--- src/data_buffer.sv ---
`timescale 1ns/1ps

module data_buffer #(
   parameter int FIFO_DEPTH = 16
) (
   input  logic        CLK,
   input  logic        reset,
   input  logic        write,
   input  logic [31:0] din,
   input  logic        read,
   output logic [31:0] dout,
   output logic        full,
   output logic        empty
);

   localparam int PTR_WIDTH = $clog2(FIFO_DEPTH);

   logic [31:0]        mem [FIFO_DEPTH];
   logic [PTR_WIDTH:0] wr_ptr;  // msb is the wrap bit
   logic [PTR_WIDTH:0] rd_ptr;
   logic               do_write;
   logic               do_read;

   assign empty = (wr_ptr == rd_ptr);
   assign full  = (wr_ptr[PTR_WIDTH] != rd_ptr[PTR_WIDTH]) &&
                  (wr_ptr[PTR_WIDTH-1:0] == rd_ptr[PTR_WIDTH-1:0]);

   assign do_write = write && !full;
   assign do_read  = read && !empty;

   always_ff @(posedge CLK) begin
      if (reset) begin
         wr_ptr <= '0;
         rd_ptr <= '0;
      end else begin
         if (do_write)
            wr_ptr <= wr_ptr + 1'b1;
         if (do_read)
            rd_ptr <= rd_ptr + 1'b1;
      end
   end

   always_ff @(posedge CLK) begin
      if (do_write)
         mem[wr_ptr[PTR_WIDTH-1:0]] <= din;
      if (do_read)
         dout <= mem[rd_ptr[PTR_WIDTH-1:0]];  // valid the cycle after read
   end

endmodule

--- config.mk ---
export PLATFORM = sky130hd
export DESIGN_NAME = data_buffer
export DESIGN_NICKNAME = d
export VERILOG_FILES = /design/src/data_buffer.sv
export SDC_FILE = /design/constraint.sdc
export NUM_CORES = 1
export LEC_CHECK = 0
export BUFFER_PORTS_ARGS = -buffer_cell sky130_fd_sc_hd__buf_2
export CORE_ASPECT_RATIO = 2
export CORE_MARGIN = 3
export CORE_UTILIZATION = 42
export DETAILED_ROUTE_END_ITERATION = 7
export GPL_TIMING_DRIVEN = 1
export REMOVE_ABC_BUFFERS = 1
export SYNTH_ARGS = -nofsm -noshare
export SYNTH_HDL_FRONTEND = slang
export SYNTH_SLANG_ARGS = --single-unit
--- constraint.sdc ---
create_clock -name CLK -period 11.75 [get_ports CLK]
set_clock_uncertainty 0.15 [all_clocks]
set_input_delay 1.7625 -clock CLK [delete_from_list [all_inputs] [get_ports CLK]]
set_output_delay 1.7625 -clock CLK [all_outputs]
set_load 0.03 [all_outputs]
* Word-level counts from Yosys, hierarchy flattened
Memories as Yosys holds them, arrays and structs flattened. A register that Yosys moved wholly into a read port is not among the register bits. Index checks and enable logic that the tools add are counted.
Operators by class: add/subtract/negate cells 2, multipliers 0, div/mod/pow operators 0, $lt $le $gt $ge 0, eq/ne operators 3, shift-type cells 0, muxes and demuxes 2, bitwise logic cells 0, reduce and logical (&&, ||, !) cells 5
Operators with widths (number):
- 5-bit by 1-bit adder with 5-bit output (second input constant) | 2
- 5-bit == test | 1
- 4-bit == test | 1
- 1-bit logical AND | 3
- 1-bit logical NOT | 2
- 1-bit two-way mux | 2
- 1-bit != test | 1
Word-level totals: register bits 10, bits in latches 0, memory bits (writable) 512, ROM bits 0, input port bits 36, memories kept 1
Memory list:
- mem | depth 16, bits a word 32, read ports 1, clocked after Yosys merged registers in 1, wr ports 1, RTL line 18 | logic [31:0] mem [FIFO_DEPTH];

* Longest topological paths before layout
word-level depth 6, depth in mapped cells 7, depth with buffers taken out 4

* Worst setup path after synthesis
No wires, ideal clock.
path kind input -> register, start input write, end memory mem[2][0], enable pin, setup time 0.461 ns, data arrival time 4.442 ns, required time 11.139 ns, setup slack 6.697 ns, stages on the path 3, path through clkbuf_1 -> o211ai_1 -> nor3_1
On the way: longest elaborated chain between the ends 3
Ends and longest elaborated chain:
- start, declared | RTL line 8 | input logic write,
- 1-bit logical AND | RTL line 28 | assign do_write = write && !full;
- 1-bit two-way mux | RTL line 44 | if (do_write)
- 1-bit two-way mux (implied by the code) | RTL line 45 | mem[wr_ptr[PTR_WIDTH-1:0]] <= din;
- end, declared | RTL line 18
Every way passes these cells.

* Worst setup path after layout
start register rd_ptr[0], end output full
On the way: longest elaborated chain between the ends 2
Ends and longest elaborated chain:
- start, declared | RTL line 20 | logic [PTR_WIDTH:0] rd_ptr;
- start signal, assigned | RTL line 39 | rd_ptr <= rd_ptr + 1'b1;
- 4-bit == test | RTL line 26 | (wr_ptr[PTR_WIDTH-1:0] == rd_ptr[PTR_WIDTH-1:0]);
- 1-bit logical AND | RTL line 25 | assign full = (wr_ptr[PTR_WIDTH] != rd_ptr[PTR_WIDTH]) &&
- end, declared | RTL line 12 | output logic full,
Every way passes these cells.

==> flow_metrics.tcl <==
set metrics [dict create \
    crit_start "rd_ptr[0]" \
    synth_cell_type_count 37 \
    rows 115 \
    grt_pass1_vias 9940 \
    area_delta_synth_final_pct 12.3 \
    gr-usage-met2_pct 30.9 \
    ys_seq_area_share_pct 79.0 \
    layout.nets 982 \
    p_leak_nw 7.18 \
    synth-simple-area-share_pct 0.992 \
    synth.area.mux_share_pct 17.5 \
    fin_crit_ns 4.55 \
    busiest_layer "met2" \
    startpoint_type "register" \
    post_cts_buffers 0 \
    worstMarginPinSlew_ns 1.21 \
    cts_tree "yes" \
    vias_per_cell 5.53 \
    clk_path_buf_depth 3 \
    dr.pass1.iters 4 \
    overflow 0 \
    grt_use_met3_pct 2.56 \
    p_total_mw 4.18 \
    worstPathArrival_ns 2.64 \
    yosys_most_used_dff "edfxtp_1" \
    report.final.hold_viol_count 0 \
    clock_latency_ns 0.56 \
    antenna_left 0 \
    crit_chain "xnor2_1 > nand4_1 > nor2_1 > buf_2" \
    required_ns 9.84 \
    yosysWarnings 0 \
    synthXorXnorAreaFrac_pct 0.251 \
    cts_max_level 2 \
    r2r-start "rd_ptr[0]" \
    worst_path_largest_cell_delay_ns 0.87 \
    rsz0062_at_grt "no" \
    dp_hpwl_um 23400 \
    synth_top_family_by_area "multiplexers" \
    drive_gt1_share_pct 34.4 \
    grt_max_degree 61 \
    io_pins 70 \
    fin_setup_tns_ns 0 \
    initial_core_util_pct 42.5 \
    routed_wl_um 42500 \
    relSlewSlack_pct 19.4 \
    maxCapViolations 0 \
    fmax_ghz 0.220 \
    grtUsageMet1_pct 19.4 \
    drtIter0Drc 725 \
    synthArstFlopShare_pct 0 \
    min_path_type "reg -> reg" \
    irDropWorstVdd_v 0.0000915 \
    cts.sinks 554 \
    worstHoldStart "wr_ptr[4]" \
    dieArea_um2 52700 \
    antenna_found_initial 4 \
    status "finished, final reports clean" \
    synth_edf_count 544 \
    cts_resized 0 \
    io_buffers 69 \
    finalMaxSlewViolations 0 \
    postCtsHoldBufs 0 \
    gp_congestion 0.751 \
    path_class "reg -> out" \
    powerDensity_nw_per_um2 178 \
    setup_violations 0 \
    crit_path_end_kind "output port" \
    die_height_um 322 \
    synth_cells 841 \
    slowest_stage "dfxtp_4" \
    synth-compound-area-share_pct 0.694 \
    synth_seq_cells 554 \
    clockRootBuffer "clkbuf_16" \
    period_share_pct 38.8 \
    core-area_um2 49200 \
    cts_buffers 47 \
    via_count 8949 \
    clk_pin_slew_ns 0.07 \
    grt_pass1_wl_um 63700 \
    syn_area_um2 20900 \
    synthAdderAreaFrac_pct 0.299 \
    grt.total_usage_pct 16.6 \
    wl_per_cell_um 26.3 \
    drc 0 \
    crit_fanout 41 \
    syn_avg_cell_area_um2 24.9 \
    fp.dieW_um 164 \
]
-- area by class of cell --
cell class	count	area, um^2
antenna	2	5.00
clock buffer	54	1240
clock inverter	26	119
fill	4014	25700
inverter	8	30.0
multi-input combinational	238	4240
sequential	554	16500
tap	643	805
timing repair buffer	92	518
-- registers in the layout, indices dropped and copies added (netlist names) --
register / count
rd_ptr: 5
mem: 512
wr_ptr: 5
dout: 32
-- through the flow --
stage / setup slack [ns] / std cells / util (%) / hold WS, ns / area [um^2]
floorplan: 2.73 / 800 / - / 0.330 / 20700
global placement: 7.72 / 1535 / 45.0 / 0.357 / 22100
detailed placement: 7.69 / 1535 / 45.0 / 0.373 / 22100
CTS: 7.06 / 1615 / 47.8 / 0.385 / 23500
global route: 6.89 / 1615 / 47.8 / 0.446 / 23500
finish: 7.20 / 1617 / 47.8 / 0.393 / 23500
-- layer usage --
metal,up-vias,routed length [um]
met4,4,1290
met3,67,1630
met1,4873,15500
met5,-,24
li1,3816,-
met2,189,24000
-- cell usage after synthesis (2+ instances only) --
master    number  area (um^2)
a21oi_1        2         10.0
and4_1         2         17.5
buf_1          4         15.0
buf_2         11         55.1
buf_6          9          101
clkbuf_1      17         63.8
dfxtp_1       10          200
edfxtp_1     544        16300
ha_1           5         62.6
inv_1          8         30.0
mux2_1         4         45.0
mux4_2       160         3600
nand2_1        6         22.5
nand4_1        4         25.0
nor2_1        18         67.6
nor2b_1        3         18.8
nor3_1         4         20.0
o211ai_1       4         30.0
o21ai_1        2         10.0
o311ai_1       2         17.5
or3_1          2         12.5
xnor2_1        5         43.8
-- logic make-up after synthesis --
logic type / count (synthesis)
xor+xnor: 6
flops: 554
buf+inv: 49
mux: 165
compound gates: 19
fa+ha+maj: 5
simple gates: 43
-- final timing paths --
kind	to	slack, ns	cells after the start
max	full	7.20	4
min	wr_ptr[4]	0.39	2
max reg2reg	dout[12]	8.35	3
min reg2reg	wr_ptr[4]	0.39	2
-- layout by cell type, fill, tap and decap left out, types with 4 or more instances in the layout --
cell and instances:
buf_2 69, buf_4 23, clkbuf_1 5, clkbuf_16 49, clkinv_1 15, clkinv_2 9
dfxtp_1 7, edfxtp_1 544, ha_1 5, inv_1 7, mux2_1 4, mux4_2 160
nand2_1 6, nand4_1 4, nor2_1 6, nor2_4 12, nor3_2 4, o211ai_1 4
xnor2_1 5
-- power breakdown --
group | switching (mW) | leakage [nW] | internal [mW]
Sequential | 0.0367 | 5.01 | 2.23
Combinational | 0.261 | 1.50 | 0.236
Clock | 0.658 | 0.677 | 0.755
-- critical path, delay by kind of cell, from the launching register on --
family                 cells  cell delay (ns)
buffers and inverters      1             0.27
AND/OR/NAND/NOR            2             0.72
XOR/XNOR                   1             0.21
flip-flops                 1             0.87
Note: power is estimated with default switching activity, not from simulation.
