<file path="config.mk">
export PLATFORM = sky130hd
export DESIGN_NAME = ram_arbiter
export DESIGN_NICKNAME = d
export VERILOG_FILES = /design/src/adma_pkg.sv /design/src/ram_arbiter.sv
export SDC_FILE = /design/constraint.sdc
export NUM_CORES = 1
export LEC_CHECK = 0
export ABC_CLOCK_PERIOD_IN_PS = 1440
export BUFFER_PORTS_ARGS = -buffer_cell sky130_fd_sc_hd__clkbuf_2
export CORE_AREA = 2 2 70 72
export CTS_CLUSTER_SIZE = 20
export DETAILED_ROUTE_END_ITERATION = 12
export DIE_AREA = 0 0 72 74
export GPL_ROUTABILITY_DRIVEN = 0
export PLACE_DENSITY = 0.73
export SKIP_LAST_GASP = 1
export SLEW_MARGIN = 10
export SYNTH_ARGS = -nofsm -noshare
export SYNTH_HDL_FRONTEND = slang
export SYNTH_SLANG_ARGS = --single-unit
</file>
<file path="constraint.sdc">
create_clock -name CLK -period 1.44 [get_ports CLK]
set_clock_uncertainty 0.2 [all_clocks]
set_input_delay 0.072 -clock CLK [delete_from_list [all_inputs] [get_ports CLK]]
set_output_delay 0.072 -clock CLK [all_outputs]
set_load 0.03 [all_outputs]
</file>
<file path="src/adma_pkg.sv">
package adma_pkg;

   //////////////////////////////
   // ADMA2 descriptor
   //////////////////////////////
   typedef enum logic [1:0] {
      act_nop  = 2'b00,
      act_tran = 2'b10,
      act_link = 2'b11   // 2'b01 reserved, handled as nop
   } adma_act_t;

   // field view, msb first, 64 bits total
   typedef struct packed {
      logic [31:0] address;   // word address in system ram
      logic [15:0] length;    // counted in 32-bit words
      logic [9:0]  rsvd_hi;
      adma_act_t   act;       // bits 5:4
      logic        rsvd_lo;
      logic        int_bit;
      logic        end_bit;
      logic        valid;     // bit 0
   } adma_desc_fields_t;

   // the engine fills words[0] first, then words[1]
   typedef union packed {
      adma_desc_fields_t fields;
      logic [1:0][31:0]  words;
   } adma_desc_u;

   //////////////////////////////
   // memory bus
   //////////////////////////////
   typedef struct packed {
      logic        valid;
      logic        write;
      logic [31:0] addr;   // word address
      logic [31:0] wdata;
   } mem_req_t;

endpackage

</file>
<file path="src/ram_arbiter.sv">
`timescale 1ns/1ps

module ram_arbiter import adma_pkg::*; #(
   parameter int ADDR_WIDTH = 10
) (
   input  logic                  CLK,
   input  logic                  reset,
   input  mem_req_t              dma_req,
   input  mem_req_t              host_req,
   output logic                  dma_grant,
   output logic                  host_grant,
   output logic                  dma_rvalid,
   output logic                  host_rvalid,
   output logic [ADDR_WIDTH-1:0] ram_addr,
   output logic                  ram_write,
   output logic [31:0]           ram_wdata
);

   logic     last_host;  // host won the last grant
   mem_req_t winner;

   // dma wins unless host waits and dma had the last turn
   assign dma_grant  = dma_req.valid && (!host_req.valid || last_host);
   assign host_grant = host_req.valid && !dma_grant;

   assign winner    = host_grant ? host_req : dma_req;
   assign ram_addr  = winner.addr[ADDR_WIDTH-1:0];
   assign ram_write = winner.valid && winner.write;  // valid only when granted
   assign ram_wdata = winner.wdata;

   always_ff @(posedge CLK) begin
      if (reset) begin
         last_host   <= 1'b0;
         dma_rvalid  <= 1'b0;
         host_rvalid <= 1'b0;
      end else begin
         if (dma_grant || host_grant)
            last_host <= host_grant;
         dma_rvalid  <= dma_grant && !dma_req.write;    // steers ram_rdata
         host_rvalid <= host_grant && !host_req.write;
      end
   end

endmodule

</file>
* Yosys cells after proc, flatten, opt, wreduce, memory -nomap -nowiden
Cells that the tools add are included.
Cells by class: multiplexer cells 1, reductions and logical operators 11
Operator list (number):
- 2-to-1 mux 66 bit | 1
- logical AND 1 bit | 5
- zero test 1 bit | 4
- logical OR 1 bit | 2
Word-level totals: register bits 3, input bits 134, output and inout bits 47, logic and storage cells 15

* Longest topological paths before layout
word-level depth 7, depth in mapped cells 4, mapped depth without buffers 2

* Worst setup path before layout
No wires, ideal clock.
path kind register to output, from register last_host, to output ram_addr[3], data arrival time 1.127 ns, required time 1.168 ns, path slack 0.041 ns, stages on the path, launching flop included 5, cell sequence dfxtp_1 a21boi_2 buf_6 buf_12 mux2_4
Between the ends: cells in the longest elaborated chain, start to end 5
RTL lines:
- start, declared | line ram_arbiter.sv:19 | logic last_host;
- start signal, assigned | line ram_arbiter.sv:38 | last_host <= host_grant;
- logical OR 1 bit | line ram_arbiter.sv:23 | assign dma_grant = dma_req.valid && (!host_req.valid || last_host);
- logical AND 1 bit | line ram_arbiter.sv:23
- zero test 1 bit | line ram_arbiter.sv:24 | assign host_grant = host_req.valid && !dma_grant;
- logical AND 1 bit | line ram_arbiter.sv:24
- net host_grant | line ram_arbiter.sv:11 | output logic host_grant,
- 2-to-1 mux 66 bit | line ram_arbiter.sv:26 | assign winner = host_grant ? host_req : dma_req;
- end, declared | line ram_arbiter.sv:14 | output logic [ADDR_WIDTH-1:0] ram_addr,
The timed path passes the listed nets, and every way through them passes these cells.

* Worst setup path in the final report
from register last_host, to output ram_addr[7]
Between the ends: cells in the longest elaborated chain, start to end 5
RTL lines (line):
- logical OR 1 bit | ram_arbiter.sv:23
- logical AND 1 bit | ram_arbiter.sv:23
- zero test 1 bit | ram_arbiter.sv:24
- logical AND 1 bit | ram_arbiter.sv:24
- 2-to-1 mux 66 bit | ram_arbiter.sv:26
Every way passes these cells.

==> results.sh <==
export IMPL_grt_pass1_vias=1138
export IMPL_min_path_type="in2reg"
export IMPL_ys_seq_area_share_pct=7.26
export IMPL_worstMarginPinSlew_ns=0.170
export IMPL_synth_simple_area_share_pct=4.24
export IMPL_synth_mux_area_fraction_pct=74.0
export IMPL_synthToLayoutAreaGrowth_pct=147
export IMPL_rows=25
export IMPL_drc=0
export IMPL_synthXorXnorAreaFrac_pct=0
export IMPL_finalWorstSetupSlack_ns=-0.315
export IMPL_antennaDiodeCount=0
export IMPL_grt_pass1_wl_microns=5080
export IMPL_grtUsageTotal_pct=12.3
export IMPL_numPortBuffers=136
export IMPL_hold_viol=0
export IMPL_vias=1089
export IMPL_ys_types=13
export IMPL_yosysWarnings=0
export IMPL_yosys_area_top_type_share_pct=67.2
export IMPL_crit_arrival_ns=1.48
export IMPL_cts_tree="done"
export IMPL_min_from="dma_req[64]"
export IMPL_drt_pass1_iterations=3
export IMPL_clkSlewWorstSetupHoldPaths_ns=0.03
export IMPL_viasPerCell=4.19
export IMPL_reg2reg_slack_ns=0.09
export IMPL_synth_fa_ha_area_share_pct=0
export IMPL_cpPeakStageDelay_ns=0.32
export IMPL_critPathCaptureType="primary output"
export IMPL_synth_edff_count=0
export IMPL_clock_path_buffers=2
export IMPL_power_density_nw_per_um2=634
export IMPL_synth_ff_type="dfxtp_1"
export IMPL_startpoint="last_host"
export IMPL_synthTopCellsByCount="mux2_4, mux2_2, buf_12"
export IMPL_pin_count=181
export IMPL_root_buffer="clkbuf_8"
export IMPL_syn_instance_count=59
export IMPL_leakagePower_nw=1.16
export IMPL_maxCapViolCount=0
export IMPL_slowest_stage="dfxtp_2"
export IMPL_avgRoutedWirePerCell_microns=14.3
export IMPL_synth_compound_area_share_pct=3.48
export IMPL_start_util_pct=18.0
export IMPL_antenna_left=0
export IMPL_r2r_end="host_rvalid"
export IMPL_grt_max_degree=16
export IMPL_syn_area_sq_um=827
export IMPL_die_h_microns=74
export IMPL_synth_seq_cells=3
export IMPL_ir_drop_mv=0.765
export IMPL_final_fill_count=445
export IMPL_layout_drive_gt1_share_pct=94.7
export IMPL_status="complete, but fails checks"
export IMPL_r2r_start="last_host"
export IMPL_synthArstFlopShare_pct=0
export IMPL_hold_slack_ns=0.0254
export IMPL_r2r_cells=4
export IMPL_post_dp_cell_area_sq_um=1550
export IMPL_post_route_period_util_pct=122
export IMPL_core_sq_um=4600
export IMPL_synth_most_common_cell="mux2_4"
export IMPL_clock_latency_ns=0.22
export IMPL_die_area_sq_um=5330
export IMPL_cts_sinks=3
export IMPL_fin_area_sq_um=2040
export IMPL_numCtsBuffers=3
export IMPL_htree_levels=1
export IMPL_cp_num_cells=5
export IMPL_synth_top_area_cell="mux2_4"
export IMPL_hpwlAfterDp_microns=2810
export IMPL_crit_path_end="ram_addr[7]"
export IMPL_violations="negative setup slack"
export IMPL_fmax_ghz=0.570
export IMPL_crit_buf_inv=3
export IMPL_drtIter0Drc=8
export IMPL_crit_type="reg2out"
export IMPL_crit_required_ns=1.17
export IMPL_wl_microns=3710
export IMPL_antenna_found_initial=0
export IMPL_finalCriticalPeriod_ns=1.76
export IMPL_grt_overflow_total=0
export IMPL_drv_slew=0
export IMPL_final_nets=341
export IMPL_rsz0062_at_grt="yes"
export IMPL_synth_top_family_by_area="multiplexers"
export IMPL_worst_path_max_fanout=7
export IMPL_synth_fp_nets=193
export IMPL_worstPathCellList="a21boi_4, buf_12, clkbuf_16, mux2_4, buf_6"
export IMPL_setup_violations=44
export IMPL_yosys_top_cells_area="mux2_4, buf_12, dfxtp_1, mux2_2, a21boi_2"
export IMPL_die_w_microns=72
export IMPL_syn_area_per_cell_sq_um=14.0
export IMPL_slew_headroom_pct=88.6
export IMPL_startpoint_type="flop"
export IMPL_cp_top_family="buffers and inverters"
export IMPL_dpl_worst_slack_ns=-0.134
## sequential cells by signal (all words and copies together) (netlist names)
| register | cells |
|---|---|
| host_rvalid | 1 |
| dma_rvalid | 1 |
| last_host | 1 |
## cell type report
cell class,count,area [sq um],area share [%]
clock buffer,4,45.0,2.20
multi-input combinational,51,712,34.8
sequential,3,61.3,3.00
tap,54,67.6,3.30
timing repair buffer,148,1160,56.7
## cell families (layout without fill, tap and decap cells)
family | after synthesis | after routing
muxes | 42 | 42
buffers and inverters | 5 | 152
AOI/OAI and AO/OA | 3 | 3
DFF | 3 | 3
and+or+nand+nor | 6 | 6
## how the worst min path moves through the flow
stage	depth (start not counted)	endpoint	slack, ns
after floorplan	1	host_rvalid	-0.05
after global placement	2	host_rvalid	0.06
after detailed placement	2	host_rvalid	0.06
after CTS	3	last_host	0.01
after global routing	3	dma_rvalid	0.03
final	3	dma_rvalid	0.03
## routing by layer
| metal | part of all wire [%] | GRT usage (%) | wire length (microns) | vias to the layer above |
|---|---|---|---|---|
| met1 | 34 | 12.0 | 1260 | 491 |
| met2 | 56 | 25.4 | 2090 | 81 |
| met5 | 0 | 0 | 0 | - |
| met4 | 0 | 2.31 | 0 | 0 |
| li1 | - | - | - | 517 |
| met3 | 9.8 | 3.93 | 364 | 0 |
## power breakdown
part           leakage [nW]  total [mW]  switching (mW)  internal [mW]
Clock                0.0228       0.245          0.0557          0.189
Combinational          1.11       0.960           0.434          0.526
Sequential           0.0249      0.0918         0.00305         0.0887
## repair_timing
item	in CTS	in global routing
endpoints found under the hold margin	2	0
gates resized for setup	71	50
cloned	2	1
setup buffers	3	0
setup endpoints to repair	45	46
pin swaps	1	1
hold buffers	3	0
## cell usage in the layout, fill, tap and decap left out, types with 2 or more instances in the layout
cell and count:
buf_12 2, buf_16 2, buf_4 5, buf_6 16, buf_8 15, clkbuf_2 91
clkbuf_4 11, clkbuf_8 5, dfxtp_1 2, dlygate4sd3_1 3, mux2_4 42, nor2_1 2
## worst min-delay path: cells and delay by family
family	cells	cell delay, ns
buffers and inverters	1	0.09
and+or+nand+nor	2	0.23
## per-stage QoR
| step | cells | utilization (%) | setup TNS [ns] | total power [mW] |
|---|---|---|---|---|
| final | 260 | 44.5 | -12.46 | 1.30 |
| after global routing | 260 | 44.5 | -14.48 | 1.36 |
| after CTS | 260 | 42.6 | -15.23 | 1.24 |
| after detailed placement | 248 | 33.6 | -4.16 | 0.825 |
| after global placement | 248 | 33.6 | -3.41 | 0.819 |
| after floorplan | 59 | - | 0 | 0.598 |
Power figures use the tool's default switching activity.
