--- src/sdhc_reg_pkg.sv ---
package sdhc_reg_pkg;

   //////////////////////////////
   // host register select
   //////////////////////////////
   typedef enum logic [3:0] {
      sel_adma_addr_lo  = 4'h0,  // table address bits 15:0
      sel_adma_addr_hi  = 4'h1,  // table address bits 31:16
      sel_transfer_mode = 4'h2,
      sel_command       = 4'h3
   } reg_offset_t;

   // bit positions inside the written halfword
   localparam int cmd_start_bit       = 0;
   localparam int mode_dma_enable_bit = 0;
   localparam int mode_direction_bit  = 4;  // same place as the SD transfer mode reg

   typedef struct packed {
      logic direction;   // 1 = read, card to ram
      logic dma_enable;
   } transfer_mode_t;

   typedef enum logic [1:0] {
      err_none         = 2'd0,
      err_invalid_desc = 2'd1,
      err_bad_length   = 2'd2  // tran runs past end of ram
   } adma_error_t;

endpackage

--- src/host_registers.sv ---
`timescale 1ns/1ps

module host_registers import sdhc_reg_pkg::*; (
   input  logic           CLK,
   input  logic           reset,
   input  logic           reg_write,
   input  reg_offset_t    reg_sel,
   input  logic [15:0]    reg_wdata,
   input  logic           busy,
   input  logic           done,
   input  adma_error_t    error_code,
   output logic           start,
   output logic [31:0]    table_addr,
   output transfer_mode_t mode,
   output adma_error_t    adma_error
);

   logic [15:0] addr_lo;
   logic [15:0] addr_hi;

   always_ff @(posedge CLK) begin
      if (reset) begin
         addr_lo    <= '0;
         addr_hi    <= '0;
         mode       <= '0;
         adma_error <= err_none;
      end else begin
         if (reg_write) begin
            case (reg_sel)
               sel_adma_addr_lo: addr_lo <= reg_wdata;
               sel_adma_addr_hi: addr_hi <= reg_wdata;
               sel_transfer_mode: begin
                  mode.direction  <= reg_wdata[mode_direction_bit];
                  mode.dma_enable <= reg_wdata[mode_dma_enable_bit];
               end
               default: ;  // command only triggers start
            endcase
         end
         if (done)
            adma_error <= error_code;  // status of the last transfer
      end
   end

   assign table_addr = {addr_hi, addr_lo};

   // one cycle pulse, a start while busy is dropped
   assign start = reg_write && (reg_sel == sel_command) &&
                  reg_wdata[cmd_start_bit] && !busy;

endmodule

--- config.mk ---
export PLATFORM = sky130hd
export DESIGN_NAME = host_registers
export DESIGN_NICKNAME = d
export VERILOG_FILES = /design/src/sdhc_reg_pkg.sv /design/src/host_registers.sv
export SDC_FILE = /design/constraint.sdc
export NUM_CORES = 1
export LEC_CHECK = 0
export ABC_AREA = 0
export BUFFER_PORTS_ARGS = -buffer_cell sky130_fd_sc_hd__buf_4
export CAP_MARGIN = 40
export CORE_UTILIZATION = 47
export CTS_CLUSTER_DIAMETER = 150
export DETAILED_ROUTE_END_ITERATION = 16
export PLACE_DENSITY_LB_ADDON = 0.1
export SYNTH_ARGS = -nofsm -noshare
export SYNTH_HDL_FRONTEND = slang
export SYNTH_SLANG_ARGS = --single-unit
--- constraint.sdc ---
create_clock -name CLK -period 1.78 [get_ports CLK]
set_input_delay 0.089 -clock CLK [delete_from_list [all_inputs] [get_ports CLK]]
set_output_delay 0.089 -clock CLK [all_outputs]
set_load 0.02 [all_outputs]
* Yosys cells after proc, flatten, opt, wreduce, memory -nomap -nowiden *
Index checks and enable logic that the tools add are counted.

operators by class
  equal/unequal tests = 3
  reduce and logical (&&, ||, !) cells = 8

operator list
  kind                number
  $eq 4x2->1 const B  2
  $reduce_and 2->1    3
  $eq 4x1->1 const B  1
  $logic_not 4->1     1
  $logic_and 1x1->1   3
  $logic_not 1->1     1

storage, ports and cells
  bits in registers = 36
  output and inout bits = 37
  bits of input ports = 27
  logic and storage cells = 16

* Longest topological paths before layout *
Gate-level depths: netlist of run 1.

  word-level depth = 4
  mapped depth = 5
  gate-level depth less buffers = 3

* Least setup slack after synthesis of run 1 *
OpenSTA, ideal clock, no wires.

  kind = in2reg
  start point = input reg_sel[3]
  end point = register addr_hi[0]
  path buffers = 2
  stages on the path = 5
  setup time = 119 ps
  setup slack = 476 ps
  data arrival time = 1185 ps
  path through = or3b_1 -> buf_2 -> or3b_1 -> buf_6 -> mux2i_1

on the way
  cells in the longest elaborated chain, start to end = 2

ends and longest elaborated chain
  item                        RTL line              source
  from (decl)                 host_registers.sv:7   input reg_offset_t reg_sel,
  $eq 4x1->1                  host_registers.sv:29  case (reg_sel)
  $reduce_and 2->1 (no line)  n/a
  to (signal assigned)        host_registers.sv:31  sel_adma_addr_hi: addr_hi <= reg_wdata;
  to (decl)                   host_registers.sv:19  logic [15:0] addr_hi;

No other way between the ends.
A chain may end at the register's enable or synchronous reset.

* Final worst setup path of run 1 *
  start point = input reg_sel[3]
  end point = register addr_lo[7]

on the way
  cells in the longest elaborated chain, start to end = 2

ends and longest elaborated chain
  item                        RTL line              source
  $logic_not 4->1             host_registers.sv:29
  $reduce_and 2->1 (no line)  n/a
  to (signal assigned)        host_registers.sv:30  sel_adma_addr_lo: addr_lo <= reg_wdata;
  to (decl)                   host_registers.sv:18  logic [15:0] addr_lo;

No other way between the ends.

==> metrics.md, run 1 <==
| Metric | Value |
|---|---|
| RSZ-0062 raised after global routing | no |
| Post-DRT Antenna Nets | 0 |
| Clk_skew | 0 ps |
| Yosys warnings | 0 |
| Final setup violation count | 0 |
| Share of the synthesized area in the top cell type | 0.476 |
| Max cap viols | 0 |
| Outcome | complete, no violations |
| Syn nets | ~170 |
| DR DRC count | 0 |
| Clk_lat worst skew | about 320 ps |
| Clock period minus worst slack | around 1300 ps |
| CP required | 1980 ps |
| CP startpoint kind | input port |
| H-tree depth | 2 |
| Cell taking the most area after synthesis | dfxtp_1 |
| Final net count | 233 |
| Die height | 58.8 um |
| Fmax | 783 MHz |
| Worst Max-Slew Pin Slew | 575 ps |
| Post-synthesis register bit count | 36 |
| Post-synth EDFFs | 0 |
| # port buffers | 63 |
| Initial Util | 0.496 |
| CTS tree | yes |
| Worst setup EP type | flip-flop |
| Worst Hold Depth | 3 |
| Syn Area/Cell | ~11 um2 |
| Num rows | 20 |
| Pin count of the biggest net entering global routing | 53 |
| Post-route clock period utilization | 0.718 |
| Slowest cell on the critical path | or3_1 |
| Post-CTS resize count | 0 |
| Async set-reset flop share out of synthesis | 0 |
| Via count | 1149 |
| Crit path DAT | 1470 ps |
| Post-CTS Setup Repair Bufs | 0 |
| Hold Path Class | in2reg |
| Ys flop type | dfxtp_1 |
| Placer Congestion | 0.749 |
| Vias in the first global route | ~1100 |
| Top post-synthesis cells by count | nand2b_1, dfxtp_1, mux2i_1 |
| Core Region | slightly above 3000 um2 |
| Worst path cell trace | buf_4 -> or3b_1 -> or3_1 -> mux2i_1 |
| Via density per instance | 4.60 |
| DRT Pass-1 Iters | 4 |
| Clock buffer count from CTS | 5 |
| Cell area power density | between 600 and 700 nW/um2 |
| Path depth of the worst reg2reg path | 2 |
| WS Path Type | in2reg |
| Placed instance area | 2010 um2 |
| Crit-path max FO | 10 |
| Mapped Area | 1520 um2 |
| Antenna cells | 0 |
| Routed len/inst | 11.7 um |
| # IOs | between 60 and 70 |
| Netlist cell types | 12 |
| Starting DRT DRC Count | 44 |
| CTS Sinks | 36 |
| Lkg Pwr | 0.985 nW |
| Max clock buf depth | 2 |
| Total track usage | 0.184 |
| Final hold viol count | 0 |
| First-pass GRT wire length | 4680 um |
| Total wire length | about 2900 um |
| Root Driver | clkbuf_4 |
| Top post-synthesis cells by area | dfxtp_1, mux2i_1, nand2b_1 |
| Most instantiated library cell after synthesis | nand2b_1 |
| Slew Limit Headroom | 0.617 |
| Overflow after GRT | 0 |
| Seq/Total Area, Yosys | 0.476 |
| Fillers | between 200 and 300 |
| Post-DP HPWL | 2120 um |
| Peak supply drop | 423 uV |
| Syn-to-layout area delta | 37.2% |
| Worst-path clk slew | approximately 100 ps |
| Worst path max stage delay | 610 ps |
| Hold_buf cts | 2 |
| Die width | 58.8 um |
| Die ar. | 3460 um2 |
| Tot Pwr | 1.37 mW |
| Initial antenna violation count | 0 |
| Final TNS setup | 0 ps |
| Design area | 2080 um2 |
| Mapped Cells | roughly 140 |
| Max-slew violation count | 0 |
| Layout cells sized above 1 | 0.354 |
==> state kept, by name (all words and copies together) (netlist names) <==
| name | flops |
|---|---|
| addr_hi | 16 |
| adma_error | 2 |
| addr_lo | 16 |
| mode | 2 |
==> area by class of cell <==
cell class	instances	area (um2)	area share
clock buffer	6	41.3	0.0199
clock inverter	1	5.00	0.00241
multi-input combinational	96	748	0.360
sequential	36	721	0.347
tap	44	55.1	0.0265
timing repair buffer	67	508	0.244
==> worst paths after layout <==
path	startpoint	end	slack [ps]
hold / removal	done	adma_error[0]$_SDFFE_PP0P_	20
hold reg to reg	mode[0]$_SDFFE_PP0P_	mode[0]$_SDFFE_PP0P_	480
setup reg to reg	addr_lo[7]$_SDFFE_PP0P_	addr_lo[7]$_SDFFE_PP0P_	1140
setup / recovery	reg_sel[3]	addr_lo[7]$_SDFFE_PP0P_	500
==> where the power goes <==
part | leakage, nW | switching (mW) | internal, mW | total (mW)
Sequential | 0.291 | 0.00639 | 0.817 | 0.824
Combinational | 0.666 | 0.0666 | 0.0903 | 0.157
Clock | 0.0281 | 0.241 | 0.145 | 0.386
==> routing by layer <==
layer,vias up,global-route usage,wire (um)
met4,0,0.0714,48
li1,592,-,-
met3,6,0.0725,170
met5,-,0,0
met1,513,0.203,1290
met2,38,0.317,1430
==> cells by family after synthesis <==
logic type	after synthesis	share of synthesized area
buffers and inverters	9	0.0339
flip-flops	36	0.476
AND/OR/NAND/NOR	60	0.253
multiplexers	36	0.238
==> layout by cell type (no fill, tap or decap), types with 2 or more instances in the layout <==
cell type	instances
nor2_1	3
clkbuf_4	5
nand2b_1	50
dfxtp_1	36
buf_4	65
mux2i_1	36
dlygate4sd3_1	2
or3b_1	3
==> worst max-delay path: cells and delay by family <==
family / cells / cell delay (ps)
mux: 1 / 210
buf+inv: 1 / 100
simple gates: 2 / 1070
==> through the flow <==
step	cells	util	hold WS (ps)	worst slack, ps
2_1_floorplan	141	-	236	476
3_3_place_gp	241	0.659	327	199
3_5_place_dp	241	0.659	333	155
4_1_cts	250	0.681	10.4	520
5_1_grt	250	0.681	33.2	471
6_report	250	0.681	21.3	503
Power figures use the tool's default switching activity.
==> inputs of run 2 (changes only) <==
--- a/config.mk
+++ b/config.mk
@@ -5,10 +5,10 @@
 export SDC_FILE = /design/constraint.sdc
 export NUM_CORES = 1
 export LEC_CHECK = 0
-export ABC_AREA = 0
+export ABC_AREA = 1
 export BUFFER_PORTS_ARGS = -buffer_cell sky130_fd_sc_hd__buf_4
 export CAP_MARGIN = 40
-export CORE_UTILIZATION = 47
+export CORE_UTILIZATION = 43
 export CTS_CLUSTER_DIAMETER = 150
 export DETAILED_ROUTE_END_ITERATION = 16
 export PLACE_DENSITY_LB_ADDON = 0.1
==> constraint.sdc (replaced) <==
create_clock -name CLK -period 1.06 [get_ports CLK]
set_input_delay 0.053 -clock CLK [delete_from_list [all_inputs] [get_ports CLK]]
set_output_delay 0.053 -clock CLK [all_outputs]
set_load 0.02 [all_outputs]
==> metrics.md, run 2 <==
| Metric | Value |
|---|---|
| Outcome | complete, no violations |
| Clk_skew | 0 ps |
| Core Region | 3720 um2 |
| DR DRC count | 0 |
| Final net count | 331 |
| Peak supply drop | 590 uV |
| Cell mode on critical path | buf_4 |
| Commonest non-fill, non-tap cell in the layout | buf_4 |
| WP buf/inv | 4 |
| Sequential Power Share | 0.507 |
| Cell taking the most area after synthesis | dfxtp_1 |
| P_sw | 0.677 mW |
| Clock period minus worst slack | 976 ps |
| CTS tree | yes |
| Via density per instance | 4.43 |
| Post-route clock period utilization | 0.921 |
| Via count | between 1500 and 2000 |
| Crit-path max FO | 19 |
| Fmax | 1020 MHz |
| Mapped Cells | between 200 and 250 |
| Worst path max stage delay | between 500 and 600 ps |
| Final setup violation count | 0 |
| Lkg Pwr | 1.23 nW |
| Commonest cells after routing, fill and taps aside | buf_4, nand2_1, nor2_1, inv_1, dfxtp_1 |
| Pin count of the biggest net entering global routing | 33 |
| Comb power frac | 0.141 |
| Share of the synthesized area in the top cell type | 0.428 |
| First-pass GRT wire length | a little under 6000 um |
| Max-slew violation count | 0 |
| Die width | 64.6 um |
| Post-synth EDFFs | 0 |
| Worst-path clk slew | around 70 ps |
| Cell area power density | 1210 nW/um2 |
| DRT Pass-1 Iters | 4 |
| Netlist cell types | 21 |
| Placer Congestion | around 0.76 |
| CP required | 1280 ps |
| Vias in the first global route | 1392 |
| Mapped Area | 1680 um2 |
| Layout cells sized above 1 | 0.325 |
| Worst Hold Slack | between 3 and 4 ps |
| Post-route insts no fill | approximately 350 |
| Num rows | 22 |
| Worst path cell trace | dlygate4sd3_1 -> buf_4 -> clkinv_1 -> buf_4 -> nand2_1 -> nor2_2 |
| Post-DRT Antenna Nets | 0 |
| Seq/Total Area, Yosys | 0.428 |
| Delay-heaviest family, CP | buffers and inverters |
| Tot Pwr | between 2 and 3 mW |
| WS Path Type | in2reg |
| P_int | 2.09 mW |
| Initial antenna violation count | 0 |
| Post-synthesis register bit count | 36 |
| Biggest regs | addr_hi: 16 flops, addr_lo: 16 flops |
| DP Cell Count | 341 |
| Hold_buf cts | 4 |
| Most instantiated library cell after synthesis | nand2_1 |
| Clk_lat worst skew | 280 ps |
| Worst Slack Setup Final | around 84 ps |
| Syn nets | around 260 |
| Hold Path Class | in2reg |
| Max clock buf depth | 2 |
| Setup WS pre-CTS | -23.0 ps |
| RSZ-0062 raised after global routing | no |
| Net Sw Frac | 0.244 |
| Syn-to-layout area delta | 36.4% |
| Worst Max-Slew Pin Slew | about 340 ps |
| Final hold viol count | 0 |
| Die height | 64.6 um |
| Crit path DAT | 1200 ps |
| Slew Limit Headroom | 0.776 |
| Overflow after GRT | 0 |
| Top post-synthesis cells by count | nand2_1, nor2_1, inv_1 |
| Initial Util | 0.453 |
| CP startpoint kind | input port |
| Routed len/inst | between 10 and 15 um |
| Antenna cells | 0 |
| Total track usage | 0.189 |
| # port buffers | 63 |
| Clock buffer count from CTS | 5 |
| Total wire length | around 3600 um |
| Syn Area/Cell | 7.10 um2 |
| Clock power share | 0.352 |
| Placed instance area | 2170 um2 |
| # IOs | 64 |
| Design area | 2300 um2 |
| Die ar. | 4170 um2 |
| Worst setup EP type | flip-flop |
| Max cap viols | 0 |
| Post-CTS Setup Repair Bufs | 0 |
| Slowest cell on the critical path | dlygate4sd3_1 |
| Post-DP HPWL | about 2600 um |
| Starting DRT DRC Count | slightly below 90 |
| Async set-reset flop share out of synthesis | 0 |
| Fillers | 363 |
| Ys flop type | dfxtp_1 |
| Final core occ | 0.618 |
| Yosys warnings | 0 |
| Post-CTS resize count | 0 |
| H-tree depth | 2 |
| Root Driver | clkbuf_8 |
| Final TNS setup | 0 ps |
| Top post-synthesis cells by area | dfxtp_1, nand2_1, nor2_1 |
| CTS Sinks | 36 |
## run 2: cell types whose count changed after synthesis, moves of 15 or more
cell and delta:
inv_1 +37, mux2i_1 -36, nand2_1 +54, nand2b_1 -50
nand4_1 +15, nor2_1 +47, nor2_2 +20
## run 2: tightest hold or removal path, delay by kind of cell
kind | cells | cell delay (ps)
and+or+nand+nor | 2 | 120
buffers and inverters | 1 | 90
## run 2: final timing paths
kind / endpoint / startpoint / slack, ps / depth (start not counted)
max: addr_hi[11]$_SDFFE_PP0P_ / reset / 80 / 6
min: addr_lo[6]$_SDFFE_PP0P_ / reg_wdata[6] / 4 / 3
max reg2reg: addr_lo[9]$_SDFFE_PP0P_ / addr_lo[9]$_SDFFE_PP0P_ / 430 / 4
min reg2reg: addr_hi[0]$_SDFFE_PP0P_ / addr_hi[0]$_SDFFE_PP0P_ / 470 / 2
## run 2: final cells by class
cell class | instances | area, um2 | area share
Multi-Input combinational cell | 150 | 713 | 0.311
Timing Repair Buffer | 72 | 563 | 0.245
Sequential cell | 36 | 721 | 0.314
Tap cell | 48 | 60.1 | 0.0262
Clock buffer | 8 | 90.1 | 0.0392
Inverter | 39 | 149 | 0.0649
## run 2: per-layer routing
layer,routed length (um),vias up,share of wire,global-route usage
met5,0,-,0,0
met4,49,0,0.014,0.0667
met3,183,5,0.052,0.0722
met2,1700,40,0.48,0.322
met1,1610,676,0.45,0.214
li1,-,843,-,-
## run 2: power groups by stage
stage                     logic (mW)  registers (mW)  clock network [mW]
after floorplan                0.169            1.47                   0
after global placement         0.379            1.43                   0
after detailed placement       0.382            1.43                   0
after CTS                      0.394            1.40                1.01
after global routing           0.428            1.41                1.08
final                          0.390            1.40               0.976
## run 2: logic make-up after synthesis
family / count (synthesis) / synth area share
and+or+nand+nor: 147 / 0.415
buffers and inverters: 51 / 0.148
DFF: 36 / 0.428
AOI/OAI and AO/OA: 3 / 0.00892
==> inputs of run 3 (changes only) <==
--- a/config.mk
+++ b/config.mk
@@ -11,7 +11,7 @@
 export CORE_UTILIZATION = 43
 export CTS_CLUSTER_DIAMETER = 150
 export DETAILED_ROUTE_END_ITERATION = 16
-export PLACE_DENSITY_LB_ADDON = 0.1
+export PLACE_DENSITY = 0.74
 export SYNTH_ARGS = -nofsm -noshare
 export SYNTH_HDL_FRONTEND = slang
 export SYNTH_SLANG_ARGS = --single-unit
==> metrics.md, run 3 (same netlist as run 2, synthesis figures left out) <==
| Metric | Value |
|---|---|
| Worst Hold Depth | 3 |
| RSZ-0062 raised after global routing | no |
| Peak supply drop | ~660 uV |
| Post-route insts no fill | between 300 and 400 |
| H-tree depth | 2 |
| Crit path DAT | 810 ps |
| Commonest cells after routing, fill and taps aside | buf_4, nand2_1, nor2_1, inv_1, dfxtp_1 |
| Max cap viols | 0 |
| Final setup violation count | 0 |
| CP required | 1010 ps |
| Commonest non-fill, non-tap cell in the layout | buf_4 |
| Clock buffer count from CTS | 5 |
| Antenna cells | 0 |
| Starting DRT DRC Count | 97 |
| CP startpoint kind | input port |
| RR Endpoint | addr_lo[9]$_SDFFE_PP0P_ |
| Post-CTS Setup Repair Bufs | 0 |
| DR DRC count | 0 |
| Outcome | complete, no violations |
| Total wire length | 3750 um |
| DRT Pass-1 Iters | 4 |
| Clock period minus worst slack | 859 ps |
| Post-CTS resize count | 0 |
| Root Driver | clkbuf_8 |
| Clk_skew | 0 ps |
| Hold Path Class | in2reg |
| Layout cells sized above 1 | 0.317 |
| Initial antenna violation count | 0 |
| Max-slew violation count | 0 |
| # IOs | 64 |
| Die height | roughly 65 um |
| Vias in the first global route | 1431 |
| Placer Congestion | 0.779 |
| Post-route clock period utilization | 0.810 |
| CTS Sinks | 36 |
| Fmax | approximately 1200 MHz |
| Via count | 1594 |
| Syn-to-layout area delta | 38.2% |
| Path depth of the worst reg2reg path | 4 |
| Initial Util | 0.453 |
| Pin count of the biggest net entering global routing | 34 |
| Worst Hold Path EP | addr_lo[13]$_SDFFE_PP0P_ |
| Cell area power density | 1200 nW/um2 |
| Biggest regs | addr_hi: 16 flops, addr_lo: 16 flops |
| Total track usage | 0.197 |
| Setup WS pre-CTS | -15.5 ps |
| WS Path Type | in2out |
| Final hold viol count | 0 |
| Worst Slack Setup Final | 201 ps |
| Worst setup EP type | output port |
| Tot Pwr | 2.79 mW |
| Num rows | 22 |
| Core Region | 3720 um2 |
| Die ar. | 4170 um2 |
| Post-DRT Antenna Nets | 0 |
| Post-DP HPWL | between 2000 and 3000 um |
| Worst Max-Slew Pin Slew | 341 ps |
| Worst Hold Launch | reg_wdata[13] |
| Routed len/inst | approximately 10 um |
| Clk_lat worst skew | 280 ps |
| FF-to-FF setup slack | 390 ps |
| Max clock buf depth | 2 |
| Final net count | about 340 |
| Die width | 64.6 um |
| Slew Limit Headroom | 0.772 |
| Worst-path clk slew | around 70 ps |
| First-pass GRT wire length | 6260 um |
| CTS tree | yes |
| DP Cell Count | 340 |
| Crit-path max FO | 7 |
| Lkg Pwr | 1.25 nW |
| Overflow after GRT | 0 |
| Via density per instance | 4.46 |
| Reg2reg start | addr_lo[9]$_SDFFE_PP0P_ |
| # port buffers | 63 |
run 3: cell count changes in the layout (fill, tap and decap cells not counted):
cell and delta:
dlygate4sd3_1 +5, buf_12 -1
run 3: cell type report:
type	instances	area, um2
Clock buffer	8	90.1
Fill cell	367	1390
Inverter	39	149
Multi-Input combinational cell	150	713
Sequential cell	36	721
Tap cell	48	60.1
Timing Repair Buffer	76	593
run 3: how the worst max path moves through the flow:
stage / start / to / cells after the start
floorplan: reg_sel[3] / start / 5
global placement: reg_sel[3] / addr_lo[14]$_SDFFE_PP0P_ / 5
global route: reg_sel[3] / addr_lo[2]$_SDFFE_PP0P_ / 6
finish: reg_sel[3] / start / 5
detailed placement: reg_sel[3] / addr_lo[2]$_SDFFE_PP0P_ / 6
CTS: reg_sel[3] / start / 5
run 3: per-layer routing:
layer  routed length (um)  vias up  share of wire  GRT usage
met4                   49        0          0.013     0.0750
met3                  250        6          0.067     0.0616
met1                 1740      685           0.46      0.246
met5                    0        -              0          0
met2                 1710       58           0.46      0.314
li1                     -      845              -          -
run 3: stage by stage:
| stage | instance area, um2 | hold slack [ps] | setup TNS, ps | util |
|---|---|---|---|---|
| 2_1_floorplan | 1680 | 122 | 0 | - |
| 3_3_place_gp | 2150 | 221 | 0 | 0.577 |
| 3_5_place_dp | 2150 | 229 | -50.1 | 0.577 |
| 4_1_cts | 2330 | 4.63 | 0 | 0.626 |
| 5_1_grt | 2330 | 14.2 | 0 | 0.626 |
| 6_report | 2330 | 8.10 | 0 | 0.626 |
run 3: what timing repair did:
action	4_1_cts	5_1_grt
endpoints found under the hold margin	9	0
endpoints found under the setup margin	0	0
hold buffers	9	0
run 3: worst max-delay path, cell delays in order:
cell and delay [ps]:
buf_4 120, nor2_4 220, nand3_1 110, nor3_1 140
buf_4 170
run 3: power breakdown:
| group | internal, mW | leakage, nW | switching (mW) | total, mW |
|---|---|---|---|---|
| registers | 1.39 | 0.292 | 0.0190 | 1.40 |
| logic | 0.182 | 0.909 | 0.216 | 0.398 |
| clock network | 0.530 | 0.0455 | 0.458 | 0.988 |
| total | 2.10 | 1.25 | 0.693 | 2.79 |
